`config.mk`:
```
export PLATFORM = sky130hd
export DESIGN_NAME = jtag_debug_top
export DESIGN_NICKNAME = d
export VERILOG_FILES = /design/src/dbg_reg_pkg.sv /design/src/jtag_pkg.sv /design/src/jtag_debug_top.sv /design/src/dbg_reg_bank.sv /design/src/jtag_dr_chain.sv /design/src/jtag_tap_ctrl.sv
export SDC_FILE = /design/constraint.sdc
export NUM_CORES = 1
export LEC_CHECK = 0
export BUFFER_PORTS_ARGS = -buffer_cell sky130_fd_sc_hd__buf_2
export CORE_MARGIN = 10
export CORE_UTILIZATION = 45
export DETAILED_ROUTE_END_ITERATION = 10
export HOLD_SLACK_MARGIN = 0.02
export PLACE_DENSITY = 0.71
export SYNTH_ARGS = -nofsm -noshare
export SYNTH_HDL_FRONTEND = slang
export SYNTH_SLANG_ARGS = --single-unit
```
`constraint.sdc`:
```
create_clock -name clk -period 6.95 [get_ports clk]
set_clock_uncertainty 0.05 [all_clocks]
set_input_delay 0 -clock clk [delete_from_list [all_inputs] [get_ports clk]]
set_output_delay 0 -clock clk [all_outputs]
set_load 0.005 [all_outputs]
```
`src/dbg_reg_pkg.sv`:
```
package dbg_reg_pkg;

	localparam int ADDR_WIDTH = 8;
	localparam int DATA_WIDTH = 32;

	typedef logic [ADDR_WIDTH-1:0] reg_addr_t;
	typedef logic [DATA_WIDTH-1:0] reg_data_t;

	// Control registers
	localparam reg_addr_t ADDR_CDR_CTRL  = 8'h00;
	localparam reg_addr_t ADDR_PRBS_CTRL = 8'h01;
	localparam reg_addr_t ADDR_ADC_CTRL  = 8'h02;
	localparam reg_addr_t ADDR_RST_CTRL  = 8'h03;

	// Status words from the receiver blocks
	localparam reg_addr_t ADDR_PHASE_EST  = 8'h10;
	localparam reg_addr_t ADDR_FREQ_EST   = 8'h11;
	localparam reg_addr_t ADDR_PRBS_ERR   = 8'h12;
	localparam reg_addr_t ADDR_PRBS_TOTAL = 8'h13;

	// Control reset values
	localparam reg_data_t RST_CDR_CTRL  = 32'h0000_0421;
	localparam reg_data_t RST_PRBS_CTRL = 32'h0000_0000;
	localparam reg_data_t RST_ADC_CTRL  = 32'h0000_1000;
	localparam reg_data_t RST_RST_CTRL  = 32'h0000_0001;

	// Internal reset release in the reset control word
	localparam int RST_RELEASE_BIT = 0;

endpackage

```
`src/jtag_pkg.sv`:
```
package jtag_pkg;

	localparam int IR_WIDTH     = 4;
	localparam int IDCODE_WIDTH = 32;

	typedef logic [IR_WIDTH-1:0]     ir_t;
	typedef logic [IDCODE_WIDTH-1:0] idcode_t;

	// IEEE 1149.1 TAP controller states
	typedef enum logic [3:0] {
		TEST_LOGIC_RESET = 4'h0,
		RUN_TEST_IDLE    = 4'h1,
		SELECT_DR_SCAN   = 4'h2,
		CAPTURE_DR       = 4'h3,
		SHIFT_DR         = 4'h4,
		EXIT1_DR         = 4'h5,
		PAUSE_DR         = 4'h6,
		EXIT2_DR         = 4'h7,
		UPDATE_DR        = 4'h8,
		SELECT_IR_SCAN   = 4'h9,
		CAPTURE_IR       = 4'hA,
		SHIFT_IR         = 4'hB,
		EXIT1_IR         = 4'hC,
		PAUSE_IR         = 4'hD,
		EXIT2_IR         = 4'hE,
		UPDATE_IR        = 4'hF
	} tap_state_t;

	// Instructions, anything else acts as bypass
	localparam ir_t IR_IDCODE   = 4'h1;
	localparam ir_t IR_REG_ADDR = 4'h8;
	localparam ir_t IR_REG_DATA = 4'h9;
	localparam ir_t IR_BYPASS   = 4'hF;

	// Fixed pattern seen on TDO during an IR scan
	localparam ir_t IR_CAPTURE = 4'b0101;

	localparam idcode_t IDCODE_VALUE = 32'h0A51_C0D3;

endpackage
```
`src/jtag_debug_top.sv`:
```
`timescale 1ns/100ps
`default_nettype none

module jtag_debug_top (
	input  wire logic                   clk,
	input  wire logic                   rst_n_i,
	// JTAG pins
	input  wire logic                   tck_i,
	input  wire logic                   tms_i,
	input  wire logic                   tdi_i,
	input  wire logic                   trst_n_i,
	output logic                        tdo_o,
	output logic                        tdo_en_o,
	// CDR
	input  wire dbg_reg_pkg::reg_data_t phase_est_i,
	input  wire dbg_reg_pkg::reg_data_t freq_est_i,
	output dbg_reg_pkg::reg_data_t      cdr_ctrl_o,
	// PRBS checker
	input  wire dbg_reg_pkg::reg_data_t prbs_err_cnt_i,
	input  wire dbg_reg_pkg::reg_data_t prbs_total_cnt_i,
	output dbg_reg_pkg::reg_data_t      prbs_ctrl_o,
	// ADC and resets
	output dbg_reg_pkg::reg_data_t      adc_ctrl_o,
	output logic                        int_rstb_o
);

	jtag_pkg::tap_state_t   tap_state;
	jtag_pkg::ir_t          ir;
	logic                   tck_rise;
	logic                   tck_fall;
	logic                   tdo_ir;
	dbg_reg_pkg::reg_addr_t reg_addr;
	dbg_reg_pkg::reg_data_t wr_data;
	dbg_reg_pkg::reg_data_t rd_data;
	logic                   wr_stb;
	logic                   rd_stb;

	jtag_tap_ctrl i_tap_ctrl (
		.clk         (clk),
		.rst_n_i     (rst_n_i),
		.tck_i       (tck_i),
		.tms_i       (tms_i),
		.tdi_i       (tdi_i),
		.trst_n_i    (trst_n_i),
		.tap_state_o (tap_state),
		.ir_o        (ir),
		.tck_rise_o  (tck_rise),
		.tck_fall_o  (tck_fall),
		.tdo_ir_o    (tdo_ir),
		.tdo_en_o    (tdo_en_o)
	);

	jtag_dr_chain i_dr_chain (
		.clk         (clk),
		.rst_n_i     (rst_n_i),
		.tap_state_i (tap_state),
		.ir_i        (ir),
		.tck_rise_i  (tck_rise),
		.tck_fall_i  (tck_fall),
		.tdi_i       (tdi_i),
		.tdo_ir_i    (tdo_ir),
		.rd_data_i   (rd_data),
		.reg_addr_o  (reg_addr),
		.wr_data_o   (wr_data),
		.wr_stb_o    (wr_stb),
		.rd_stb_o    (rd_stb),
		.tdo_o       (tdo_o)
	);

	dbg_reg_bank i_reg_bank (
		.clk              (clk),
		.rst_n_i          (rst_n_i),
		.reg_addr_i       (reg_addr),
		.wr_data_i        (wr_data),
		.wr_stb_i         (wr_stb),
		.rd_stb_i         (rd_stb),
		.phase_est_i      (phase_est_i),
		.freq_est_i       (freq_est_i),
		.prbs_err_cnt_i   (prbs_err_cnt_i),
		.prbs_total_cnt_i (prbs_total_cnt_i),
		.rd_data_o        (rd_data),
		.cdr_ctrl_o       (cdr_ctrl_o),
		.prbs_ctrl_o      (prbs_ctrl_o),
		.adc_ctrl_o       (adc_ctrl_o),
		.int_rstb_o       (int_rstb_o)
	);

endmodule

`default_nettype wire

```
`src/dbg_reg_bank.sv`:
```
`timescale 1ns/100ps
`default_nettype none

module dbg_reg_bank (
	input  wire logic                   clk,
	input  wire logic                   rst_n_i,
	input  wire dbg_reg_pkg::reg_addr_t reg_addr_i,
	input  wire dbg_reg_pkg::reg_data_t wr_data_i,
	input  wire logic                   wr_stb_i,
	input  wire logic                   rd_stb_i,
	// CDR status
	input  wire dbg_reg_pkg::reg_data_t phase_est_i,
	input  wire dbg_reg_pkg::reg_data_t freq_est_i,
	// PRBS checker status
	input  wire dbg_reg_pkg::reg_data_t prbs_err_cnt_i,
	input  wire dbg_reg_pkg::reg_data_t prbs_total_cnt_i,
	output dbg_reg_pkg::reg_data_t      rd_data_o,
	output dbg_reg_pkg::reg_data_t      cdr_ctrl_o,
	output dbg_reg_pkg::reg_data_t      prbs_ctrl_o,
	output dbg_reg_pkg::reg_data_t      adc_ctrl_o,
	output logic                        int_rstb_o
);

	dbg_reg_pkg::reg_data_t rst_ctrl;
	dbg_reg_pkg::reg_data_t rd_mux;

	// Control registers, status and unmapped writes dropped
	always_ff @(posedge clk or negedge rst_n_i) begin
		if (!rst_n_i) begin
			cdr_ctrl_o  <= dbg_reg_pkg::RST_CDR_CTRL;
			prbs_ctrl_o <= dbg_reg_pkg::RST_PRBS_CTRL;
			adc_ctrl_o  <= dbg_reg_pkg::RST_ADC_CTRL;
			rst_ctrl    <= dbg_reg_pkg::RST_RST_CTRL;
		end else if (wr_stb_i) begin
			case (reg_addr_i)
				dbg_reg_pkg::ADDR_CDR_CTRL:  cdr_ctrl_o  <= wr_data_i;
				dbg_reg_pkg::ADDR_PRBS_CTRL: prbs_ctrl_o <= wr_data_i;
				dbg_reg_pkg::ADDR_ADC_CTRL:  adc_ctrl_o  <= wr_data_i;
				dbg_reg_pkg::ADDR_RST_CTRL:  rst_ctrl    <= wr_data_i;
				default: ;
			endcase
		end
	end

	always_comb begin
		case (reg_addr_i)
			dbg_reg_pkg::ADDR_CDR_CTRL:   rd_mux = cdr_ctrl_o;
			dbg_reg_pkg::ADDR_PRBS_CTRL:  rd_mux = prbs_ctrl_o;
			dbg_reg_pkg::ADDR_ADC_CTRL:   rd_mux = adc_ctrl_o;
			dbg_reg_pkg::ADDR_RST_CTRL:   rd_mux = rst_ctrl;
			dbg_reg_pkg::ADDR_PHASE_EST:  rd_mux = phase_est_i;
			dbg_reg_pkg::ADDR_FREQ_EST:   rd_mux = freq_est_i;
			dbg_reg_pkg::ADDR_PRBS_ERR:   rd_mux = prbs_err_cnt_i;
			dbg_reg_pkg::ADDR_PRBS_TOTAL: rd_mux = prbs_total_cnt_i;
			default:                      rd_mux = '0;
		endcase
	end

	// Snapshot taken on the read strobe, held until the next one
	always_ff @(posedge clk) begin
		if (rd_stb_i)
			rd_data_o <= rd_mux;
	end

	// Receiver blocks stay in reset until software releases them
	assign int_rstb_o = rst_n_i & rst_ctrl[dbg_reg_pkg::RST_RELEASE_BIT];

endmodule

`default_nettype wire

```
`src/jtag_dr_chain.sv`:
```
`timescale 1ns/100ps
`default_nettype none

module jtag_dr_chain (
	input  wire logic                   clk,
	input  wire logic                   rst_n_i,
	input  wire jtag_pkg::tap_state_t   tap_state_i,
	input  wire jtag_pkg::ir_t          ir_i,
	input  wire logic                   tck_rise_i,
	input  wire logic                   tck_fall_i,
	input  wire logic                   tdi_i,
	input  wire logic                   tdo_ir_i,
	input  wire dbg_reg_pkg::reg_data_t rd_data_i,
	output dbg_reg_pkg::reg_addr_t      reg_addr_o,
	output dbg_reg_pkg::reg_data_t      wr_data_o,
	output logic                        wr_stb_o,
	output logic                        rd_stb_o,
	output logic                        tdo_o
);

	logic                   tck_rise_d;
	logic                   rd_stb_d;
	logic                   cap_entry;
	logic                   upd_entry;
	logic                   sel_idcode;
	logic                   sel_addr;
	logic                   sel_data;
	dbg_reg_pkg::reg_data_t dr_shift;

	// The state has just advanced one clk after tck_rise
	always_ff @(posedge clk or negedge rst_n_i) begin
		if (!rst_n_i) begin
			tck_rise_d <= 1'b0;
			rd_stb_d   <= 1'b0;
		end else begin
			tck_rise_d <= tck_rise_i;
			rd_stb_d   <= rd_stb_o;
		end
	end

	assign cap_entry = tck_rise_d && (tap_state_i == jtag_pkg::CAPTURE_DR);
	assign upd_entry = tck_rise_d && (tap_state_i == jtag_pkg::UPDATE_DR);

	assign sel_idcode = (ir_i == jtag_pkg::IR_IDCODE);
	assign sel_addr   = (ir_i == jtag_pkg::IR_REG_ADDR);
	assign sel_data   = (ir_i == jtag_pkg::IR_REG_DATA);

	assign rd_stb_o = cap_entry && sel_data;
	assign wr_stb_o = upd_entry && sel_data;

	// One shift register, chain length set by the instruction
	always_ff @(posedge clk) begin
		if (tck_rise_i && (tap_state_i == jtag_pkg::SHIFT_DR)) begin
			if (sel_idcode || sel_data)
				dr_shift <= {tdi_i, dr_shift[dbg_reg_pkg::DATA_WIDTH-1:1]};
			else if (sel_addr)
				dr_shift[dbg_reg_pkg::ADDR_WIDTH-1:0] <=
					{tdi_i, dr_shift[dbg_reg_pkg::ADDR_WIDTH-1:1]};
			else
				dr_shift[0] <= tdi_i;
		end else if (cap_entry) begin
			if (sel_idcode)
				dr_shift <= jtag_pkg::IDCODE_VALUE;
			else if (sel_addr)
				dr_shift <= {{(dbg_reg_pkg::DATA_WIDTH-dbg_reg_pkg::ADDR_WIDTH){1'b0}},
					reg_addr_o};
			else if (!sel_data)
				dr_shift[0] <= 1'b0;
		end else if (rd_stb_d) begin
			// Bank output settles one clk after rd_stb
			dr_shift <= rd_data_i;
		end
	end

	assign wr_data_o = dr_shift;

	// Address register, steps after each data access
	always_ff @(posedge clk or negedge rst_n_i) begin
		if (!rst_n_i)
			reg_addr_o <= '0;
		else if (upd_entry && sel_addr)
			reg_addr_o <= dr_shift[dbg_reg_pkg::ADDR_WIDTH-1:0];
		else if (wr_stb_o || rd_stb_o)
			reg_addr_o <= reg_addr_o + dbg_reg_pkg::reg_addr_t'(1);
	end

	// TDO launched on falling TCK
	always_ff @(posedge clk or negedge rst_n_i) begin
		if (!rst_n_i)
			tdo_o <= 1'b0;
		else if (tck_fall_i) begin
			if (tap_state_i == jtag_pkg::SHIFT_IR)
				tdo_o <= tdo_ir_i;
			else if (tap_state_i == jtag_pkg::SHIFT_DR)
				tdo_o <= dr_shift[0];
			else
				tdo_o <= 1'b0;
		end
	end

endmodule

`default_nettype wire

```
`src/jtag_tap_ctrl.sv`:
```
`timescale 1ns/100ps
`default_nettype none

module jtag_tap_ctrl (
	input  wire logic            clk,
	input  wire logic            rst_n_i,
	input  wire logic            tck_i,
	input  wire logic            tms_i,
	input  wire logic            tdi_i,
	input  wire logic            trst_n_i,
	output jtag_pkg::tap_state_t tap_state_o,
	output jtag_pkg::ir_t        ir_o,
	output logic                 tck_rise_o,
	output logic                 tck_fall_o,
	output logic                 tdo_ir_o,
	output logic                 tdo_en_o
);

	logic [1:0]           tck_sync;
	logic [1:0]           tms_sync;
	logic [1:0]           trst_sync;
	logic                 tck_prev;
	logic                 tms_s;
	logic                 trst_n_s;
	jtag_pkg::tap_state_t state_next;
	jtag_pkg::ir_t        ir_shift;

	function automatic logic is_shift(input jtag_pkg::tap_state_t s);
		return (s == jtag_pkg::SHIFT_DR) || (s == jtag_pkg::SHIFT_IR);
	endfunction

	// Two-flop synchronizers on the raw pins
	always_ff @(posedge clk or negedge rst_n_i) begin
		if (!rst_n_i) begin
			tck_sync  <= '0;
			tms_sync  <= '1;
			trst_sync <= '0;
		end else begin
			tck_sync  <= {tck_sync[0], tck_i};
			tms_sync  <= {tms_sync[0], tms_i};
			trst_sync <= {trst_sync[0], trst_n_i};
		end
	end

	assign tms_s    = tms_sync[1];
	assign trst_n_s = trst_sync[1];

	// Registered TCK edge pulses
	always_ff @(posedge clk or negedge rst_n_i) begin
		if (!rst_n_i) begin
			tck_prev   <= 1'b0;
			tck_rise_o <= 1'b0;
			tck_fall_o <= 1'b0;
		end else begin
			tck_prev   <= tck_sync[1];
			tck_rise_o <= tck_sync[1] & ~tck_prev;
			tck_fall_o <= ~tck_sync[1] & tck_prev;
		end
	end

	always_comb begin
		unique case (tap_state_o)
			jtag_pkg::TEST_LOGIC_RESET: state_next = tms_s ? jtag_pkg::TEST_LOGIC_RESET : jtag_pkg::RUN_TEST_IDLE;
			jtag_pkg::RUN_TEST_IDLE:    state_next = tms_s ? jtag_pkg::SELECT_DR_SCAN : jtag_pkg::RUN_TEST_IDLE;
			jtag_pkg::SELECT_DR_SCAN:   state_next = tms_s ? jtag_pkg::SELECT_IR_SCAN : jtag_pkg::CAPTURE_DR;
			jtag_pkg::CAPTURE_DR:       state_next = tms_s ? jtag_pkg::EXIT1_DR : jtag_pkg::SHIFT_DR;
			jtag_pkg::SHIFT_DR:         state_next = tms_s ? jtag_pkg::EXIT1_DR : jtag_pkg::SHIFT_DR;
			jtag_pkg::EXIT1_DR:         state_next = tms_s ? jtag_pkg::UPDATE_DR : jtag_pkg::PAUSE_DR;
			jtag_pkg::PAUSE_DR:         state_next = tms_s ? jtag_pkg::EXIT2_DR : jtag_pkg::PAUSE_DR;
			jtag_pkg::EXIT2_DR:         state_next = tms_s ? jtag_pkg::UPDATE_DR : jtag_pkg::SHIFT_DR;
			jtag_pkg::UPDATE_DR:        state_next = tms_s ? jtag_pkg::SELECT_DR_SCAN : jtag_pkg::RUN_TEST_IDLE;
			jtag_pkg::SELECT_IR_SCAN:   state_next = tms_s ? jtag_pkg::TEST_LOGIC_RESET : jtag_pkg::CAPTURE_IR;
			jtag_pkg::CAPTURE_IR:       state_next = tms_s ? jtag_pkg::EXIT1_IR : jtag_pkg::SHIFT_IR;
			jtag_pkg::SHIFT_IR:         state_next = tms_s ? jtag_pkg::EXIT1_IR : jtag_pkg::SHIFT_IR;
			jtag_pkg::EXIT1_IR:         state_next = tms_s ? jtag_pkg::UPDATE_IR : jtag_pkg::PAUSE_IR;
			jtag_pkg::PAUSE_IR:         state_next = tms_s ? jtag_pkg::EXIT2_IR : jtag_pkg::PAUSE_IR;
			jtag_pkg::EXIT2_IR:         state_next = tms_s ? jtag_pkg::UPDATE_IR : jtag_pkg::SHIFT_IR;
			default:                    state_next = tms_s ? jtag_pkg::SELECT_DR_SCAN : jtag_pkg::RUN_TEST_IDLE;
		endcase
	end

	// TAP state and active instruction
	always_ff @(posedge clk or negedge rst_n_i) begin
		if (!rst_n_i) begin
			tap_state_o <= jtag_pkg::TEST_LOGIC_RESET;
			ir_o        <= jtag_pkg::IR_IDCODE;
		end else if (!trst_n_s) begin
			tap_state_o <= jtag_pkg::TEST_LOGIC_RESET;
			ir_o        <= jtag_pkg::IR_IDCODE;
		end else if (tck_rise_o) begin
			tap_state_o <= state_next;
			if (state_next == jtag_pkg::UPDATE_IR)
				ir_o <= ir_shift;
			else if (state_next == jtag_pkg::TEST_LOGIC_RESET)
				ir_o <= jtag_pkg::IR_IDCODE;
		end
	end

	// IR shift stage, LSB out first
	always_ff @(posedge clk) begin
		if (tck_rise_o) begin
			if (tap_state_o == jtag_pkg::SHIFT_IR)
				ir_shift <= {tdi_i, ir_shift[jtag_pkg::IR_WIDTH-1:1]};
			else if (state_next == jtag_pkg::CAPTURE_IR)
				ir_shift <= jtag_pkg::IR_CAPTURE;
		end
	end

	assign tdo_ir_o = ir_shift[0];

	// Set on falling TCK, dropped together with the state leaving shift
	always_ff @(posedge clk or negedge rst_n_i) begin
		if (!rst_n_i)
			tdo_en_o <= 1'b0;
		else if (!trst_n_s)
			tdo_en_o <= 1'b0;
		else if (tck_rise_o && !is_shift(state_next))
			tdo_en_o <= 1'b0;
		else if (tck_fall_o)
			tdo_en_o <= is_shift(tap_state_o);
	end

endmodule

`default_nettype wire

```
; Yosys cells after proc, flatten, opt, wreduce, memory -nomap -nowiden
; Index checks and enable logic that the tools add are counted.
[op_classes]
n_addsub = 1
n_eq_ne = 34
mux = 40
bitwise = 5
n_reduce_logical = 29
[ops]
columns = op, n
row1 = 32-bit one-hot mux with 8 select lines, 1
row2 = 32-bit 2-to-1 mux, 4
row3 = "4-bit equality test, second input constant", 12
row4 = 4-bit 2-to-1 mux, 12
row5 = 4-bit one-hot mux with 11 select lines, 1
row6 = "8-bit by 5-bit equality test with 1-bit output, second input constant", 4
row7 = 31-bit 2-to-1 mux, 1
row8 = 24-bit 2-to-1 mux, 1
row9 = 8-bit 2-to-1 mux, 3
row10 = "4-bit by 3-bit equality test with 1-bit output, second input constant", 5
row11 = "8-bit by 2-bit equality test with 1-bit output, second input constant", 2
row12 = 2-bit AND reduction, 7
row13 = 1-bit 2-to-1 mux, 11
row14 = "8-bit by 1-bit adder with 8-bit output, second input constant", 1
row15 = "4-bit by 2-bit equality test with 1-bit output, second input constant", 2
row16 = "8-bit by 1-bit equality test with 1-bit output, second input constant", 1
row17 = 4-bit logical NOT, 2
row18 = 8-bit logical NOT, 1
row19 = 1-bit logical AND, 7
row20 = 7-bit 2-to-1 mux, 1
row21 = 2-bit 2-to-1 mux, 3
row22 = 3-bit 2-to-1 mux, 2
row23 = "3-bit by 2-bit != test with 1-bit output, second input constant", 2
row24 = 3-bit AND reduction, 2
row25 = 13 further kinds, 21
[totals]
register_bits = 225
inputBits = 134
output_inout_bits = 99
word_cells = 131

; Depth between registers and ports, before layout
[logic_depth]
ltp_word = 9
depth_mapped = 8
mapped_depth_nobuf = 6

; Modules after synthesis
; Synthesis repeated with hierarchy kept, for this count alone.
[hier_totals]
hier_cells = 793
area_unflattened_um2 = 10892.9
[by_module_without_submodules]
columns = module, n_inst, cells_per_inst, area_per_inst_um2, seq_area_each_um2
row1 = dbg_reg_bank, 1, 499, 7617.3, 4170.2
row2 = jtag_dr_chain, 1, 193, 2148.3, 1236.2
row3 = jtag_tap_ctrl, 1, 101, 1127.3, 574.3

; Worst setup path after synthesis
; Ideal clock, no wire load.
[synth_timing]
kind = register to register
startpoint = register i_tap_ctrl.tap_state_o[2]
endpoint = register i_dr_chain.dr_shift[0], in the netlist i_dr_chain.wr_data_o[0] (enable)
setup_time_ns = 0.317
t_arrival_ns = 2.800
t_required_ns = 6.583
slack_ns = 3.783
stages_incl_launch_ff = 6
path_buffers = 1
period_less_slack_ns = 3.167
cell_sequence = dfrtp_1 -> clkbuf_1 -> nor4bb_1 -> nand2_1 -> nor2_1 -> nor2_1
[synth_between]
elab_chain_len = 4
word_cells_on_any_way = 7
cone_classes = eq/ne (3) / reduce/logical (4)
[synth_lines]
columns = element, line
row1 = from (decl), jtag_tap_ctrl.sv:11  ; output jtag_pkg::tap_state_t tap_state_o,
row2 = from (signal assigned), jtag_tap_ctrl.sv:85  ; tap_state_o <= jtag_pkg::TEST_LOGIC_RESET;
row3 = from (signal assigned), jtag_tap_ctrl.sv:88  ; tap_state_o <= jtag_pkg::TEST_LOGIC_RESET;
row4 = from (signal assigned), jtag_tap_ctrl.sv:91  ; tap_state_o <= state_next;
row5 = 4-bit by 3-bit equality test with 1-bit output or 4-bit by 2-bit equality test with 1-bit output (tied branches), "jtag_dr_chain.sv:53, jtag_dr_chain.sv:41"
row6 = 1-bit logical AND (on tied branches), "jtag_dr_chain.sv:53, jtag_dr_chain.sv:41"
row7 = 5-bit != test (no line) or 3-bit nonzero test (tied branches), --
row8 = 2-bit AND reduction (no line) *, --
row9 = to (signal assigned), jtag_dr_chain.sv:55  ; dr_shift <= {tdi_i, dr_shift[dbg_reg_pkg::DATA_WIDTH-1:1]};
row10 = "to (signal, indexed assignment)", jtag_dr_chain.sv:57  ; dr_shift[dbg_reg_pkg::ADDR_WIDTH-1:0] <=
row11 = to (signal assigned), jtag_dr_chain.sv:60  ; dr_shift[0] <= tdi_i;
row12 = to (decl), jtag_dr_chain.sv:28  ; dbg_reg_pkg::reg_data_t dr_shift;
; Every way passes the cells marked *; elsewhere a longest branch is shown, timed or not.
; A chain may end at the register's enable or synchronous reset.

; Final worst setup path
[layout_timing]
startpoint = register i_dr_chain.reg_addr_o[1]
endpoint = register i_reg_bank.rd_data_o[25] (data pin)
[layout_between]
elab_chain_len = 2
word_cells_on_any_way = 9
cone_classes = eq/ne (7) / mux (1) / reduce/logical (1)
[layout_lines]
columns = element, line
row1 = from (decl), jtag_dr_chain.sv:14  ; output dbg_reg_pkg::reg_addr_t reg_addr_o,
row2 = from (signal assigned), jtag_dr_chain.sv:82  ; reg_addr_o <= dr_shift[dbg_reg_pkg::ADDR_WIDTH-1:0];
row3 = from (signal assigned), jtag_dr_chain.sv:84  ; reg_addr_o <= reg_addr_o + dbg_reg_pkg::reg_addr_t'(1);
row4 = "8-bit by 5-bit equality test with 1-bit output, or another cell as far along", dbg_reg_bank.sv:46  ; case (reg_addr_i)
row5 = 32-bit one-hot mux with 8 select lines *, dbg_reg_bank.sv:46
row6 = via i_reg_bank.rd_mux[25], dbg_reg_bank.sv:25  ; dbg_reg_pkg::reg_data_t rd_mux;
row7 = to (signal assigned), dbg_reg_bank.sv:62  ; rd_data_o <= rd_mux;
row8 = to (decl), dbg_reg_bank.sv:17  ; output dbg_reg_pkg::reg_data_t rd_data_o,
; Mark *: on every way through the listed nets, which the timed path passes. The rest lies on a longest branch.

==> results_dict.tcl <==
set metrics [dict create \
    place.gp.congestion 0.909 \
    drc 0 \
    num_io_pins 233 \
    synth_area_leaders "dfrtp_1 (34%), edfxtp_1 (19%), mux2_2 (11%)" \
    synthFlopType "dfrtp_1" \
    tns_ns 0 \
    tightest_slew_ns 1.38 \
    die_area_um2 30900 \
    powerDensity_nw_per_um2 203 \
    crit_buf_inv 4 \
    layout_common_cells "buf_2 (231), dfrtp_1 (148), mux2_2 (105)" \
    cap_violations 0 \
    path_clk_slew_ns 0.06 \
    slowest_stage "ha_1" \
    antenna_found_initial 0 \
    yosysSeqAreaShare 0.547 \
    slowest_delay_ns 0.80 \
    worstPathRequired_ns 7.28 \
    grt_max_degree 106 \
    grt_pass1_wl_um 55200 \
    grt_pass1_vias 9255 \
    cts_sinks 225 \
    postCtsSetupRepairBufs 0 \
    drt-total-wl_um 36300 \
    setup_violations 0 \
    crit_fanout 19 \
    synth_edf_count 68 \
    path_common_cell "dlygate4sd3_1" \
    areaGrowthSynthToFinish_pct 26.3 \
    mappedNetlistArea_um2 10900 \
    synthCells 872 \
    synth.top_cell.area_share 0.341 \
    rsz0062_at_grt "no" \
    finalHoldViolations 0 \
    core_area_um2 24100 \
    fin_nets 1277 \
    ctsHtreeMaxLevel 1 \
    p_leak_nw 6.32 \
    die_w_um 176 \
    die_y_um 176 \
    syn-num-nets 1010 \
    first_iter_violations 965 \
    final_util 0.573 \
    root_buffer "clkbuf_16" \
    clockBufferDepth 3 \
    cp-end-kind "register" \
    cts_made_buffers 25 \
    critPathArrivalTime_ns 4.78 \
    gr-total-overflow 0 \
    slew_headroom 0.0786 \
    ir_worst_vdd_mv 0.164 \
    vias_per_cell 6.09 \
    drive_gt1_frac 0.361 \
    syn-mean-instance-area_um2 12.5 \
    synth-async-reset-ratio 0.698 \
    crit_path_start_kind "register" \
    outcome "complete, no violations" \
    min_period_ns 4.45 \
    wl_per_cell_um 24.5 \
    cts_resized 0 \
    cp_top_family "buffers and inverters" \
    whs_ns 0.0188 \
    clkLatencyLatePin_ns 0.52 \
    period_share 0.640 \
    synth_area_leader_cell "dfrtp_1" \
    layout_commonest_cell "buf_2" \
    first_pass_iters 6 \
    rows 57 \
    dr_total_vias 9027 \
    netlist-cell-type-count 67 \
    place_ws_ns 3.35 \
    port_buffers 232 \
    yosys_warnings 0 \
    setup_slack_ns 2.50 \
    path_cells "inv_1 -> ha_1 -> buf_4 -> nand4_1 -> o22ai_1 -> dlygate4sd3_1 -> or2_2 -> dlygate4sd3_1" \
    hold_buffers 69 \
    cts_tree "done" \
    critPathKind "register to register" \
    grt_use_total 0.226 \
    drv_slew 0 \
    ant_nets 0 \
    dp_hpwl_um 24100 \
    hold_path_class "primary input to register" \
    p_total_w 0.00280 \
    start_util 0.454 \
    clock.fmax_mhz 225 \
    synth.ff_latch_count 225 \
]
==> synthesized netlist by cell type, drive strengths merged (3+ instances only) <==
cell,count
dfrtp,149
mux2,136
edfxtp,68
clkbuf,49
o21ai,47
mux2i,45
nand2,31
a22oi,30
buf,24
a21oi,23
a22o,22
o22ai,20
a222oi,19
nor2,19
inv,18
nand3,13
a221oi,12
and3,9
dfstp,8
nor3,8
and2,7
o221ai,7
o22a,7
o2bb2ai,7
or2,7
a211o,6
a32oi,6
nand3b,6
nand4,6
a21o,5
a32o,5
nor2b,5
ha,4
o32ai,4
a2111oi,3
a31oi,3
nand2b,3
nor3b,3
or3,3
or4b,3
==> tightest hold or removal path, delay by kind of cell <==
| kind | cells | cell delay [ns] |
|---|---|---|
| AOI/OAI and AO/OA | 2 | 0.25 |
| muxes | 1 | 0.14 |
| buffers and inverters | 1 | 0.08 |
==> layout make-up <==
type                    count  area, µm²
clock buffers              35        673
diodes                      1       2.50
inverters                  19       71.3
multi-input cells         555       4590
well taps                 324        405
clock inverters            11        139
repair buffers            313       1950
fillers                  2026      10300
flip-flops and latches    225       5980
==> cell families (layout without fill, tap and decap cells) <==
group | after synthesis | count (layout) | share of synthesized area
compound gates | 239 | 239 | 0.161
xor+xnor | 1 | 1 | 0.000801
mux | 181 | 181 | 0.181
simple gates | 130 | 130 | 0.0674
buf+inv | 92 | 378 | 0.0387
fa+ha+maj | 4 | 4 | 0.00457
flops | 225 | 225 | 0.547
other cells | 0 | 1 | 0
==> sequential cells by signal, indices dropped and copies added (netlist names), 2 cells and up <==
name,count
i_tap_ctrl.tms_sync,2
i_reg_bank.prbs_ctrl_o,32
i_reg_bank.rst_ctrl,32
i_dr_chain.wr_data_o,32
i_reg_bank.rd_data_o,32
i_tap_ctrl.trst_sync,2
i_tap_ctrl.tap_state_o,4
i_reg_bank.adc_ctrl_o,32
i_tap_ctrl.ir_shift,4
i_tap_ctrl.tck_sync,2
i_dr_chain.reg_addr_o,8
i_reg_bank.cdr_ctrl_o,32
i_tap_ctrl.ir_o,4
==> power by group <==
group / switching, W / leakage (nW) / internal (W) / total [W]
logic: 0.0000478 / 3.21 / 0.0000522 / 0.000100
registers: 0.0000109 / 2.72 / 0.00137 / 0.00138
clock network: 0.000535 / 0.386 / 0.000789 / 0.00132
==> stage by stage <==
stage               std cells  instance area (µm²)
floorplan                 872                10900
global placement         1367                12300
detailed placement       1367                12300
CTS                      1482                13800
global route             1482                13800
finish                   1483                13800
==> per-layer routing <==
layer  wire, µm  global-route usage  vias to the layer above
met4        921              0.0650                        0
met1      14900               0.299                     4518
met5          0                   0                        -
met3       3840              0.0608                       65
li1           -                   -                     3931
met2      16700               0.358                      513
==> path summary, 6_finish.rpt <==
path	startpoint	depth (start not counted)	end	slack, ns
worst max-delay path	i_dr_chain.reg_addr_o[1]$_DFFE_PN0P_	8	i_reg_bank.rd_data_o[25]$_DFFE_PP_	2.50
worst min-delay path	freq_est_i[19]	4	i_reg_bank.rd_data_o[19]$_DFFE_PP_	0.02
worst max register to register	i_dr_chain.reg_addr_o[1]$_DFFE_PN0P_	8	i_reg_bank.rd_data_o[25]$_DFFE_PP_	2.50
worst min register to register	i_tap_ctrl.trst_sync[0]$_DFF_PN0_	0	i_tap_ctrl.trst_sync[1]$_DFF_PN0_	0.30
max in group asynchronous	rst_n_i	3	i_dr_chain.reg_addr_o[4]$_DFFE_PN0P_	5.32
min in group asynchronous	rst_n_i	2	i_reg_bank.cdr_ctrl_o[30]$_DFFE_PN0P_	0.14
(Power assumes the default switching activity.)
